$ cat src/common/elink_clk_pkg.sv
`default_nettype none

package elink_clk_pkg;

   //############################################################
   // sequencer timing and states
   //############################################################

   localparam int unsigned HB_WIDTH = 4;   // heartbeat every 2**HB_WIDTH cycles

   // reset sequence, one step per heartbeat
   typedef enum logic [2:0]
   {
      RST_ALL    = 3'd0,   // everything held
      START_CCLK = 3'd1,   // core clock running, wait for lock
      STOP_CCLK  = 3'd2,   // quiet clock around chip reset edge
      START_CHIP = 3'd3,   // remote chip out of reset
      HOLD       = 3'd4,   // recheck lock
      TX_ACTIVE  = 3'd5,   // transmit side up
      ACTIVE     = 3'd6    // whole link up
   } rst_state_t;

   //############################################################
   // register port
   //############################################################

   localparam int unsigned AXI_AW = 4;
   localparam int unsigned AXI_DW = 32;

   localparam logic [AXI_AW-1:0] ADDR_CTRL   = 4'h0;
   localparam logic [AXI_AW-1:0] ADDR_STATUS = 4'h4;   // write clears loss info
   localparam logic [AXI_AW-1:0] ADDR_LOSS   = 4'h8;   // read only

   localparam logic [1:0] RESP_OKAY   = 2'b00;
   localparam logic [1:0] RESP_SLVERR = 2'b10;

   // field positions
   localparam int unsigned CTRL_EN_BIT        = 0;   // soft enable
   localparam int unsigned STAT_CCLK_LOCK_BIT = 4;
   localparam int unsigned STAT_RX_LOCK_BIT   = 5;
   localparam int unsigned STAT_LOST_BIT      = 8;   // sticky core lock loss
   localparam int unsigned LOSS_CNT_W         = 8;   // saturating count

endpackage

`default_nettype wire

$ cat src/rst_seq/rst_heartbeat.sv
`default_nettype none
`timescale 1ns/10ps

module rst_heartbeat
(
   input  logic sys_clk,
   input  logic reset_in,
   output logic heartbeat_o   // one cycle in every 2**HB_WIDTH
);

   logic [elink_clk_pkg::HB_WIDTH-1:0] hb_cnt;       // free running timer
   logic [elink_clk_pkg::HB_WIDTH-1:0] hb_cnt_nxt;

   assign hb_cnt_nxt = hb_cnt + 1'b1;   // plain wrap, no terminal value

   // pulse on the cycle the new count hits zero
   // so the first beat lands a full interval after reset
   always_ff @(posedge sys_clk)
   begin
      if (reset_in)
      begin
         hb_cnt      <= '0;
         heartbeat_o <= 1'b0;
      end
      else
      begin
         hb_cnt      <= hb_cnt_nxt;
         heartbeat_o <= (hb_cnt_nxt == '0);   // registered, glitch free
      end
   end

endmodule

`default_nettype wire

$ cat src/rst_seq/lock_sync.sv
`default_nettype none
`timescale 1ns/10ps

module lock_sync
(
   input  logic sys_clk,
   input  logic reset_in,
   input  logic cclk_locked_i,   // async, core clock pll
   input  logic rx_locked_i,     // async, receive pll
   input  logic elink_en_i,      // async pin
   input  logic soft_en_i,       // from register block
   output logic cclk_lock_o,
   output logic rx_lock_o,
   output logic seq_reset_o      // sequencer restart request
);

   logic [1:0] lock_meta;   // first stage, bit 0 cclk, bit 1 rx
   logic [1:0] lock_sync_q;  // second stage
   logic       rst_req;
   logic       rst_meta;
   logic       rst_sync_q;

   // any of the three sources holds the sequence in reset
   assign rst_req = reset_in | ~elink_en_i | ~soft_en_i;

   //############################################################
   // lock chains, cleared so the fsm never sees a stale lock
   //############################################################
   always_ff @(posedge sys_clk)
   begin
      if (reset_in)
      begin
         lock_meta   <= 2'b00;
         lock_sync_q <= 2'b00;
      end
      else
      begin
         lock_meta   <= {rx_locked_i, cclk_locked_i};
         lock_sync_q <= lock_meta;
      end
   end

   //############################################################
   // reset chain, presets to one
   //############################################################
   always_ff @(posedge sys_clk)
   begin
      if (reset_in)
      begin
         rst_meta   <= 1'b1;
         rst_sync_q <= 1'b1;
      end
      else
      begin
         rst_meta   <= rst_req;
         rst_sync_q <= rst_meta;
      end
   end

   assign cclk_lock_o = lock_sync_q[0];
   assign rx_lock_o   = lock_sync_q[1];
   assign seq_reset_o = rst_sync_q;

endmodule

`default_nettype wire

$ cat src/rst_seq/rst_seq_fsm.sv
`default_nettype none
`timescale 1ns/10ps

module rst_seq_fsm
(
   input  logic                      sys_clk,
   input  logic                      reset_in,
   input  logic                      heartbeat_i,   // step enable
   input  logic                      seq_reset_i,   // synchronized restart
   input  logic                      cclk_lock_i,   // synchronized core lock
   output elink_clk_pkg::rst_state_t state_o,
   output logic                      pll_reset_o,
   output logic                      idelay_reset_o,
   output logic                      cclk_reset_o,
   output logic                      chip_resetn_o,   // active low to remote chip
   output logic                      link_reset_o
);

   elink_clk_pkg::rst_state_t state_q;

   //############################################################
   // sequence, at most one step per heartbeat
   //############################################################
   always_ff @(posedge sys_clk)
   begin
      if (reset_in || seq_reset_i)
      begin
         state_q <= elink_clk_pkg::RST_ALL;   // restart from the top
      end
      else if (heartbeat_i)
      begin
         case (state_q)
            elink_clk_pkg::RST_ALL:
               state_q <= elink_clk_pkg::START_CCLK;
            elink_clk_pkg::START_CCLK:
            begin
               if (cclk_lock_i)   // stall here until pll locks
                  state_q <= elink_clk_pkg::STOP_CCLK;
            end
            elink_clk_pkg::STOP_CCLK:
               state_q <= elink_clk_pkg::START_CHIP;
            elink_clk_pkg::START_CHIP:
               state_q <= elink_clk_pkg::HOLD;
            elink_clk_pkg::HOLD:
            begin
               if (cclk_lock_i)   // relock after clock restart
                  state_q <= elink_clk_pkg::TX_ACTIVE;
            end
            elink_clk_pkg::TX_ACTIVE:
               state_q <= elink_clk_pkg::ACTIVE;
            elink_clk_pkg::ACTIVE:
               state_q <= elink_clk_pkg::ACTIVE;   // parked until next restart
            default:
               state_q <= elink_clk_pkg::RST_ALL;   // code 7 never reached
         endcase
      end
   end

   assign state_o = state_q;

   //############################################################
   // control decode, straight from the state register
   //############################################################

   // pll kept in reset until link fully up
   assign pll_reset_o = (state_q != elink_clk_pkg::ACTIVE);

   // delay controller released once core clock has locked
   assign idelay_reset_o = (state_q == elink_clk_pkg::RST_ALL) |
                           (state_q == elink_clk_pkg::START_CCLK);

   // clock stopped around the chip reset edge
   assign cclk_reset_o = (state_q == elink_clk_pkg::RST_ALL) |
                         (state_q == elink_clk_pkg::STOP_CCLK) |
                         (state_q == elink_clk_pkg::START_CHIP);

   assign chip_resetn_o = (state_q == elink_clk_pkg::START_CHIP) |
                          (state_q == elink_clk_pkg::HOLD) |
                          (state_q == elink_clk_pkg::TX_ACTIVE) |
                          (state_q == elink_clk_pkg::ACTIVE);

   // link logic only runs in the last two states
   assign link_reset_o = (state_q != elink_clk_pkg::TX_ACTIVE) &
                         (state_q != elink_clk_pkg::ACTIVE);

endmodule

`default_nettype wire

$ cat src/elink_clk_regs.sv
`default_nettype none
`timescale 1ns/10ps

module elink_clk_regs
(
   input  logic                                 sys_clk,
   input  logic                                 reset_in,
   // write address and data
   input  logic [elink_clk_pkg::AXI_AW-1:0]     awaddr_i,
   input  logic                                 awvalid_i,
   output logic                                 awready_o,
   input  logic [elink_clk_pkg::AXI_DW-1:0]     wdata_i,
   input  logic [elink_clk_pkg::AXI_DW/8-1:0]   wstrb_i,
   input  logic                                 wvalid_i,
   output logic                                 wready_o,
   // write response
   output logic [1:0]                           bresp_o,
   output logic                                 bvalid_o,
   input  logic                                 bready_i,
   // read
   input  logic [elink_clk_pkg::AXI_AW-1:0]     araddr_i,
   input  logic                                 arvalid_i,
   output logic                                 arready_o,
   output logic [elink_clk_pkg::AXI_DW-1:0]     rdata_o,
   output logic [1:0]                           rresp_o,
   output logic                                 rvalid_o,
   input  logic                                 rready_i,
   // sequencer side
   input  logic                                 cclk_lock_i,
   input  logic                                 rx_lock_i,
   input  elink_clk_pkg::rst_state_t            state_i,
   output logic                                 soft_en_o
);

   logic                                  wr_take;      // write accepted this cycle
   logic                                  rd_take;      // read accepted this cycle
   logic                                  aw_hit;       // write address is mapped
   logic                                  wr_ctrl;
   logic                                  wr_stat;
   logic                                  cclk_lock_q;  // status stage and edge detect
   logic                                  rx_lock_q;
   elink_clk_pkg::rst_state_t             state_q;
   logic                                  link_up;
   logic                                  loss_evt;
   logic                                  lost_q;       // sticky
   logic [elink_clk_pkg::LOSS_CNT_W-1:0]  loss_cnt_q;
   logic [elink_clk_pkg::AXI_DW-1:0]      rd_word;
   logic                                  rd_err;

   //############################################################
   // write path
   //############################################################

   // both channels together, one outstanding response
   assign wr_take   = awvalid_i & wvalid_i & ~bvalid_o;
   assign awready_o = wr_take;
   assign wready_o  = wr_take;

   assign aw_hit  = (awaddr_i == elink_clk_pkg::ADDR_CTRL) |
                    (awaddr_i == elink_clk_pkg::ADDR_STATUS) |
                    (awaddr_i == elink_clk_pkg::ADDR_LOSS);   // loss write ignored
   assign wr_ctrl = wr_take & (awaddr_i == elink_clk_pkg::ADDR_CTRL);
   assign wr_stat = wr_take & (awaddr_i == elink_clk_pkg::ADDR_STATUS);

   always_ff @(posedge sys_clk)
   begin
      if (reset_in)
         bvalid_o <= 1'b0;
      else if (wr_take)
         bvalid_o <= 1'b1;
      else if (bready_i)
         bvalid_o <= 1'b0;   // held until master takes it
   end

   always_ff @(posedge sys_clk)
   begin
      if (wr_take)
         bresp_o <= aw_hit ? elink_clk_pkg::RESP_OKAY : elink_clk_pkg::RESP_SLVERR;
   end

   // soft enable, on out of reset
   always_ff @(posedge sys_clk)
   begin
      if (reset_in)
         soft_en_o <= 1'b1;
      else if (wr_ctrl && wstrb_i[elink_clk_pkg::CTRL_EN_BIT/8])
         soft_en_o <= wdata_i[elink_clk_pkg::CTRL_EN_BIT];
   end

   //############################################################
   // status stage and lock loss tracking
   //############################################################
   always_ff @(posedge sys_clk)
   begin
      if (reset_in)
      begin
         cclk_lock_q <= 1'b0;   // no false falling edge after reset
         rx_lock_q   <= 1'b0;
         state_q     <= elink_clk_pkg::RST_ALL;
      end
      else
      begin
         cclk_lock_q <= cclk_lock_i;
         rx_lock_q   <= rx_lock_i;
         state_q     <= state_i;
      end
   end

   // only losses seen once the link is carrying traffic count
   assign link_up  = (state_i == elink_clk_pkg::TX_ACTIVE) |
                     (state_i == elink_clk_pkg::ACTIVE);
   assign loss_evt = cclk_lock_q & ~cclk_lock_i & link_up;   // falling edge

   always_ff @(posedge sys_clk)
   begin
      if (reset_in || wr_stat)   // clear beats a same cycle loss
      begin
         lost_q     <= 1'b0;
         loss_cnt_q <= '0;
      end
      else if (loss_evt)
      begin
         lost_q <= 1'b1;
         if (loss_cnt_q != '1)   // saturate
            loss_cnt_q <= loss_cnt_q + 1'b1;
      end
   end

   //############################################################
   // read path
   //############################################################
   assign arready_o = ~rvalid_o;   // blocked while a response waits
   assign rd_take   = arvalid_i & arready_o;

   always_comb
   begin
      rd_word = '0;
      rd_err  = 1'b0;
      case (araddr_i)
         elink_clk_pkg::ADDR_CTRL:
            rd_word[elink_clk_pkg::CTRL_EN_BIT] = soft_en_o;
         elink_clk_pkg::ADDR_STATUS:
         begin
            rd_word[2:0]                              = state_q;   // state field
            rd_word[elink_clk_pkg::STAT_CCLK_LOCK_BIT] = cclk_lock_q;
            rd_word[elink_clk_pkg::STAT_RX_LOCK_BIT]   = rx_lock_q;
            rd_word[elink_clk_pkg::STAT_LOST_BIT]      = lost_q;
         end
         elink_clk_pkg::ADDR_LOSS:
            rd_word[elink_clk_pkg::LOSS_CNT_W-1:0] = loss_cnt_q;
         default:
            rd_err = 1'b1;   // unmapped, data stays zero
      endcase
   end

   always_ff @(posedge sys_clk)
   begin
      if (reset_in)
         rvalid_o <= 1'b0;
      else if (rd_take)
         rvalid_o <= 1'b1;
      else if (rready_i)
         rvalid_o <= 1'b0;
   end

   // captured at accept, stable while rvalid holds
   always_ff @(posedge sys_clk)
   begin
      if (rd_take)
      begin
         rdata_o <= rd_word;
         rresp_o <= rd_err ? elink_clk_pkg::RESP_SLVERR : elink_clk_pkg::RESP_OKAY;
      end
   end

endmodule

`default_nettype wire

$ cat src/elink_clk_ctrl.sv
`default_nettype none
`timescale 1ns/10ps

module elink_clk_ctrl
(
   input  logic                                 sys_clk,
   input  logic                                 reset_in,
   // register port
   input  logic [elink_clk_pkg::AXI_AW-1:0]     awaddr_i,
   input  logic                                 awvalid_i,
   output logic                                 awready_o,
   input  logic [elink_clk_pkg::AXI_DW-1:0]     wdata_i,
   input  logic [elink_clk_pkg::AXI_DW/8-1:0]   wstrb_i,
   input  logic                                 wvalid_i,
   output logic                                 wready_o,
   output logic [1:0]                           bresp_o,
   output logic                                 bvalid_o,
   input  logic                                 bready_i,
   input  logic [elink_clk_pkg::AXI_AW-1:0]     araddr_i,
   input  logic                                 arvalid_i,
   output logic                                 arready_o,
   output logic [elink_clk_pkg::AXI_DW-1:0]     rdata_o,
   output logic [1:0]                           rresp_o,
   output logic                                 rvalid_o,
   input  logic                                 rready_i,
   // async inputs
   input  logic                                 cclk_locked_i,
   input  logic                                 rx_locked_i,
   input  logic                                 elink_en_i,
   // reset and enable controls
   output logic                                 pll_reset_o,
   output logic                                 idelay_reset_o,
   output logic                                 cclk_reset_o,
   output logic                                 chip_resetn_o,
   output logic                                 link_reset_o
);

   logic                      heartbeat;    // step pace
   logic                      cclk_lock_s;  // synchronized locks
   logic                      rx_lock_s;
   logic                      seq_reset;
   logic                      soft_en;
   elink_clk_pkg::rst_state_t seq_state;

   rst_heartbeat i_rst_heartbeat
   (
      .sys_clk     (sys_clk),
      .reset_in    (reset_in),
      .heartbeat_o (heartbeat)
   );

   lock_sync i_lock_sync
   (
      .sys_clk       (sys_clk),
      .reset_in      (reset_in),
      .cclk_locked_i (cclk_locked_i),
      .rx_locked_i   (rx_locked_i),
      .elink_en_i    (elink_en_i),
      .soft_en_i     (soft_en),
      .cclk_lock_o   (cclk_lock_s),
      .rx_lock_o     (rx_lock_s),
      .seq_reset_o   (seq_reset)
   );

   rst_seq_fsm i_rst_seq_fsm
   (
      .sys_clk        (sys_clk),
      .reset_in       (reset_in),
      .heartbeat_i    (heartbeat),
      .seq_reset_i    (seq_reset),
      .cclk_lock_i    (cclk_lock_s),
      .state_o        (seq_state),
      .pll_reset_o    (pll_reset_o),
      .idelay_reset_o (idelay_reset_o),
      .cclk_reset_o   (cclk_reset_o),
      .chip_resetn_o  (chip_resetn_o),
      .link_reset_o   (link_reset_o)
   );

   elink_clk_regs i_elink_clk_regs
   (
      .sys_clk     (sys_clk),
      .reset_in    (reset_in),
      .awaddr_i    (awaddr_i),
      .awvalid_i   (awvalid_i),
      .awready_o   (awready_o),
      .wdata_i     (wdata_i),
      .wstrb_i     (wstrb_i),
      .wvalid_i    (wvalid_i),
      .wready_o    (wready_o),
      .bresp_o     (bresp_o),
      .bvalid_o    (bvalid_o),
      .bready_i    (bready_i),
      .araddr_i    (araddr_i),
      .arvalid_i   (arvalid_i),
      .arready_o   (arready_o),
      .rdata_o     (rdata_o),
      .rresp_o     (rresp_o),
      .rvalid_o    (rvalid_o),
      .rready_i    (rready_i),
      .cclk_lock_i (cclk_lock_s),
      .rx_lock_i   (rx_lock_s),
      .state_i     (seq_state),
      .soft_en_o   (soft_en)
   );

endmodule

`default_nettype wire

$ cat config.mk
export PLATFORM = sky130hd
export DESIGN_NAME = elink_clk_ctrl
export DESIGN_NICKNAME = d
export VERILOG_FILES = /design/src/common/elink_clk_pkg.sv /design/src/rst_seq/rst_heartbeat.sv /design/src/rst_seq/lock_sync.sv /design/src/rst_seq/rst_seq_fsm.sv /design/src/elink_clk_regs.sv /design/src/elink_clk_ctrl.sv
export SDC_FILE = /design/constraint.sdc
export NUM_CORES = 1
export LEC_CHECK = 0
export BUFFER_PORTS_ARGS = -buffer_cell sky130_fd_sc_hd__buf_2
export CAP_MARGIN = 20
export CORE_ASPECT_RATIO = 0.7
export CORE_MARGIN = 8
export CORE_UTILIZATION = 30
export CTS_BUF_LIST = sky130_fd_sc_hd__clkbuf_8
export DETAILED_ROUTE_END_ITERATION = 6
export SETUP_SLACK_MARGIN = 0.1
export SLEW_MARGIN = 15
export SYNTH_ARGS = -nofsm -noshare
export SYNTH_HDL_FRONTEND = slang
export SYNTH_SLANG_ARGS = --single-unit
$ cat constraint.sdc
create_clock -name sys_clk -period 2.05 [get_ports sys_clk]
set_input_delay 0.1025 -clock sys_clk [delete_from_list [all_inputs] [get_ports sys_clk]]
set_output_delay 0.1025 -clock sys_clk [all_outputs]
set_load 0.02 [all_outputs]
==> flow_summary.yaml <==
clock_tree:
  cts_buffers: 5
  clk_pin_slew_ns: 0.08
  cts_tree: "built"
  clockRootBuffer: "clkbuf_8"
  ctsResizeCount: 0
  h-tree-depth: 2
  clock_sinks: 42
  clk_path_buf_depth: 2
  clk_latency_ns: 0.29
global_routing:
  grt_pass1_vias: 1371
  grt_pass1_wl_um: 6440
  grt.total_usage: 0.0829
  grt_max_degree: 25
  antenna_found_initial: 0
  grt-ovfl-total: 0
synth:
  synth_cell_types: 44
  synth-simple-area-share: 0.211
  yosysSeqAreaShare: 0.488
  synthAdderAreaFrac: 0.0128
  synthMuxAreaShare: 0.0154
  synth_area_leaders: "dfxtp_1 (32%), edfxtp_1 (17%), buf_4 (10%)"
  synth_xor_area_frac: 0.0353
  syn-instance-count: 198
  synth-compound-area-share: 0.0996
  synth_ff_type: "dfxtp_1"
  synth_top_area_frac: 0.319
  synth_top_family_by_area: "simple AND/OR/NAND/NOR gates"
  synth_common_cells: "dfxtp_1 (31), buf_4 (27), nor2_1 (18), edfxtp_1 (11), nor2b_1 (11)"
  ys_ff_latch: 42
  ys_warn_count: 0
  async_flop_share: 0
  synth.cell_area_mm2: 0.00195
  avgSynthCellArea_um2: 9.84
  yosysMostFrequentCell: "dfxtp_1"
  synth_edf_count: 11
  synth_area_leader_cell: "dfxtp_1"
timing:
  min_period_ns: 1.58
  clock.fmax_mhz: 634
  rsz0062_at_grt: "false"
  period_share: 0.769
  tns_ns: 0
  hold_viol_final: 0
  finClkSkew_ns: 0.00818
  finalSetupViolations: 0
  maxSlewViolCount: 0
  hold_ws_ns: 0.0193
routing:
  ant_nets: 0
  via_per_inst: 4.29
  wire_per_inst_um: 12.0
  drcViolationCount: 0
  firstDrtPassIters: 4
  wirelength_um: 3860
  num_vias: 1377
  drt_iter0_markers: 49
critical_path:
  worstSetupEndpointType: "flip-flop"
  worstReg2RegStart: "i_elink_clk_regs.cclk_lock_q$_SDFF_PP0_"
  cpPeakStageDelay_ns: 0.56
  worstPathMaxFanout: 12
  required_ns: 2.27
  worstSetupStartpointType: "flip-flop"
  crit_chain: "nand3b_4, nand2b_1, or4_1, a21oi_1"
  cp_data_arrival_time_ns: 1.80
  critPathKind: "reg -> reg"
  critPathSlowestCell: "or4_1"
  crit_path_start: "i_elink_clk_regs.cclk_lock_q$_SDFF_PP0_"
flow_run:
  maxCapViolations: 0
outcome:
  status: "finished clean"
power_and_ir_drop:
  ir_drop_v: 0.000359
  switching_share: 0.239
  cell_internal_pwr_mw: 1.28
  pwr_density_cell_mw_per_mm2: 747
  p_seq_frac: 0.526
  clkPwrFrac: 0.378
  comb_power_share: 0.095
  p_leak_nw: 0.939
  p_sw_mw: 0.402
placed_design:
  gp_congestion: 0.795
  placement.cell_area_mm2: 0.00212
  io_buffers: 40
  hpwl_um: 2980
die:
  dieHeight_um: 83.4
  initial_core_util: 0.312
  dieArea_mm2: 0.00937
  rows: 24
  core_area_mm2: 0.00625
  dieWidth_um: 112
  pin_count: 100
finish:
  fin_nets: 298
  diodes: 0
  regArea_um2: 951
  multi_input_area_um2: 823
  utilization: 0.361
  syn_to_final_growth_pct: 15.7
  stdcell_area_mm2: 0.00225
  drive_gt1_frac: 0.230
  nFillCells: 657
min_path:
  hold_class: "in -> reg"
  min_from: "rx_locked_i"
[through the flow]
step | power [mW] | setup WS [ns] | instances
detailed placement | 1.06 | 0.488 | 311
finish | 1.68 | 0.473 | 321
global placement | 1.06 | 0.500 | 311
global route | 1.76 | 0.329 | 321
floorplan | 1.05 | 0.563 | 222
CTS | 1.71 | 0.465 | 321
[flip-flops by register name, summed over array words and instances, names as in the netlist, 2 cells and up]
name and count:
i_elink_clk_regs.loss_cnt_q 8, i_elink_clk_regs.rdata_o 9, i_elink_clk_regs.state_q 3, i_lock_sync.lock_meta 2, i_lock_sync.lock_sync_q 2, i_rst_heartbeat.hb_cnt 4, i_rst_seq_fsm.state_o 3
[power groups by stage]
stage | sequential (mW) | combinational, mW | clock [mW]
3_5_place_dp | 0.906 | 0.156 | 0
6_report | 0.886 | 0.160 | 0.637
4_1_cts | 0.886 | 0.159 | 0.666
2_1_floorplan | 0.922 | 0.127 | 0
5_1_grt | 0.890 | 0.177 | 0.697
3_3_place_gp | 0.905 | 0.155 | 0
[routing by layer]
metal / track usage / share of wire / wire length [um]
met2: 0.116 / 0.38 / 1450
met4: 0.0256 / 0.0091 / 35
met5: 0 / 0 / 0
met1: 0.106 / 0.52 / 2020
met3: 0.0455 / 0.090 / 347
[area by class of cell]
| class | count | area share |
|---|---|---|
| multi-input cells | 141 | 0.365 |
| flip-flops and latches | 42 | 0.422 |
| clock inverters | 3 | 0.0178 |
| clock buffers | 5 | 0.0305 |
| inverters | 6 | 0.00999 |
| repair buffers | 46 | 0.111 |
| well taps | 78 | 0.0433 |
[timing repair]
item                      4_1_cts  5_1_grt
hold buffers                    2        0
buffers inserted                0        0
hold endpoints to repair        2        0
[layout by cell type, fill, tap and decap left out, types with 5 or more instances in the layout]
cell and n:
dfxtp_1 31, nand2_1 10, nor3_1 6, clkbuf_8 5
o21ai_0 5, nor2b_1 11, nor2_1 18, nand3_1 5
conb_1 25, inv_1 6, a21oi_1 10, edfxtp_1 11
buf_2 40
[cell families (layout without fill, tap and decap cells)]
kind of cell	Yosys count	after routing
AND/OR/NAND/NOR	74	74
adder cells (fa/ha/maj)	2	2
flip-flops	42	42
multiplexers	3	3
AO/OA/AOI/OAI	30	30
XOR/XNOR	7	7
other	1	25
buffers and inverters	39	60
[critical path: cells and delay by family (launching register included)]
family          cells  cell delay (ns)
compound gates      1             0.16
flops               1             0.39
simple gates        3             0.96
[worst paths after layout]
| check | end | slack [ns] | cells past startpoint |
|---|---|---|---|
| worst max register to register | i_elink_clk_regs.loss_cnt_q[6]$_SDFFE_PP0P_ | 0.47 | 4 |
| worst min-delay path | i_lock_sync.lock_meta[1]$_SDFF_PP0_ | 0.02 | 2 |
| worst max-delay path | i_elink_clk_regs.loss_cnt_q[6]$_SDFFE_PP0P_ | 0.47 | 4 |
| worst min register to register | i_lock_sync.seq_reset_o$_SDFF_PP1_ | 0.42 | 1 |
Note: power is estimated with default switching activity, not from simulation.
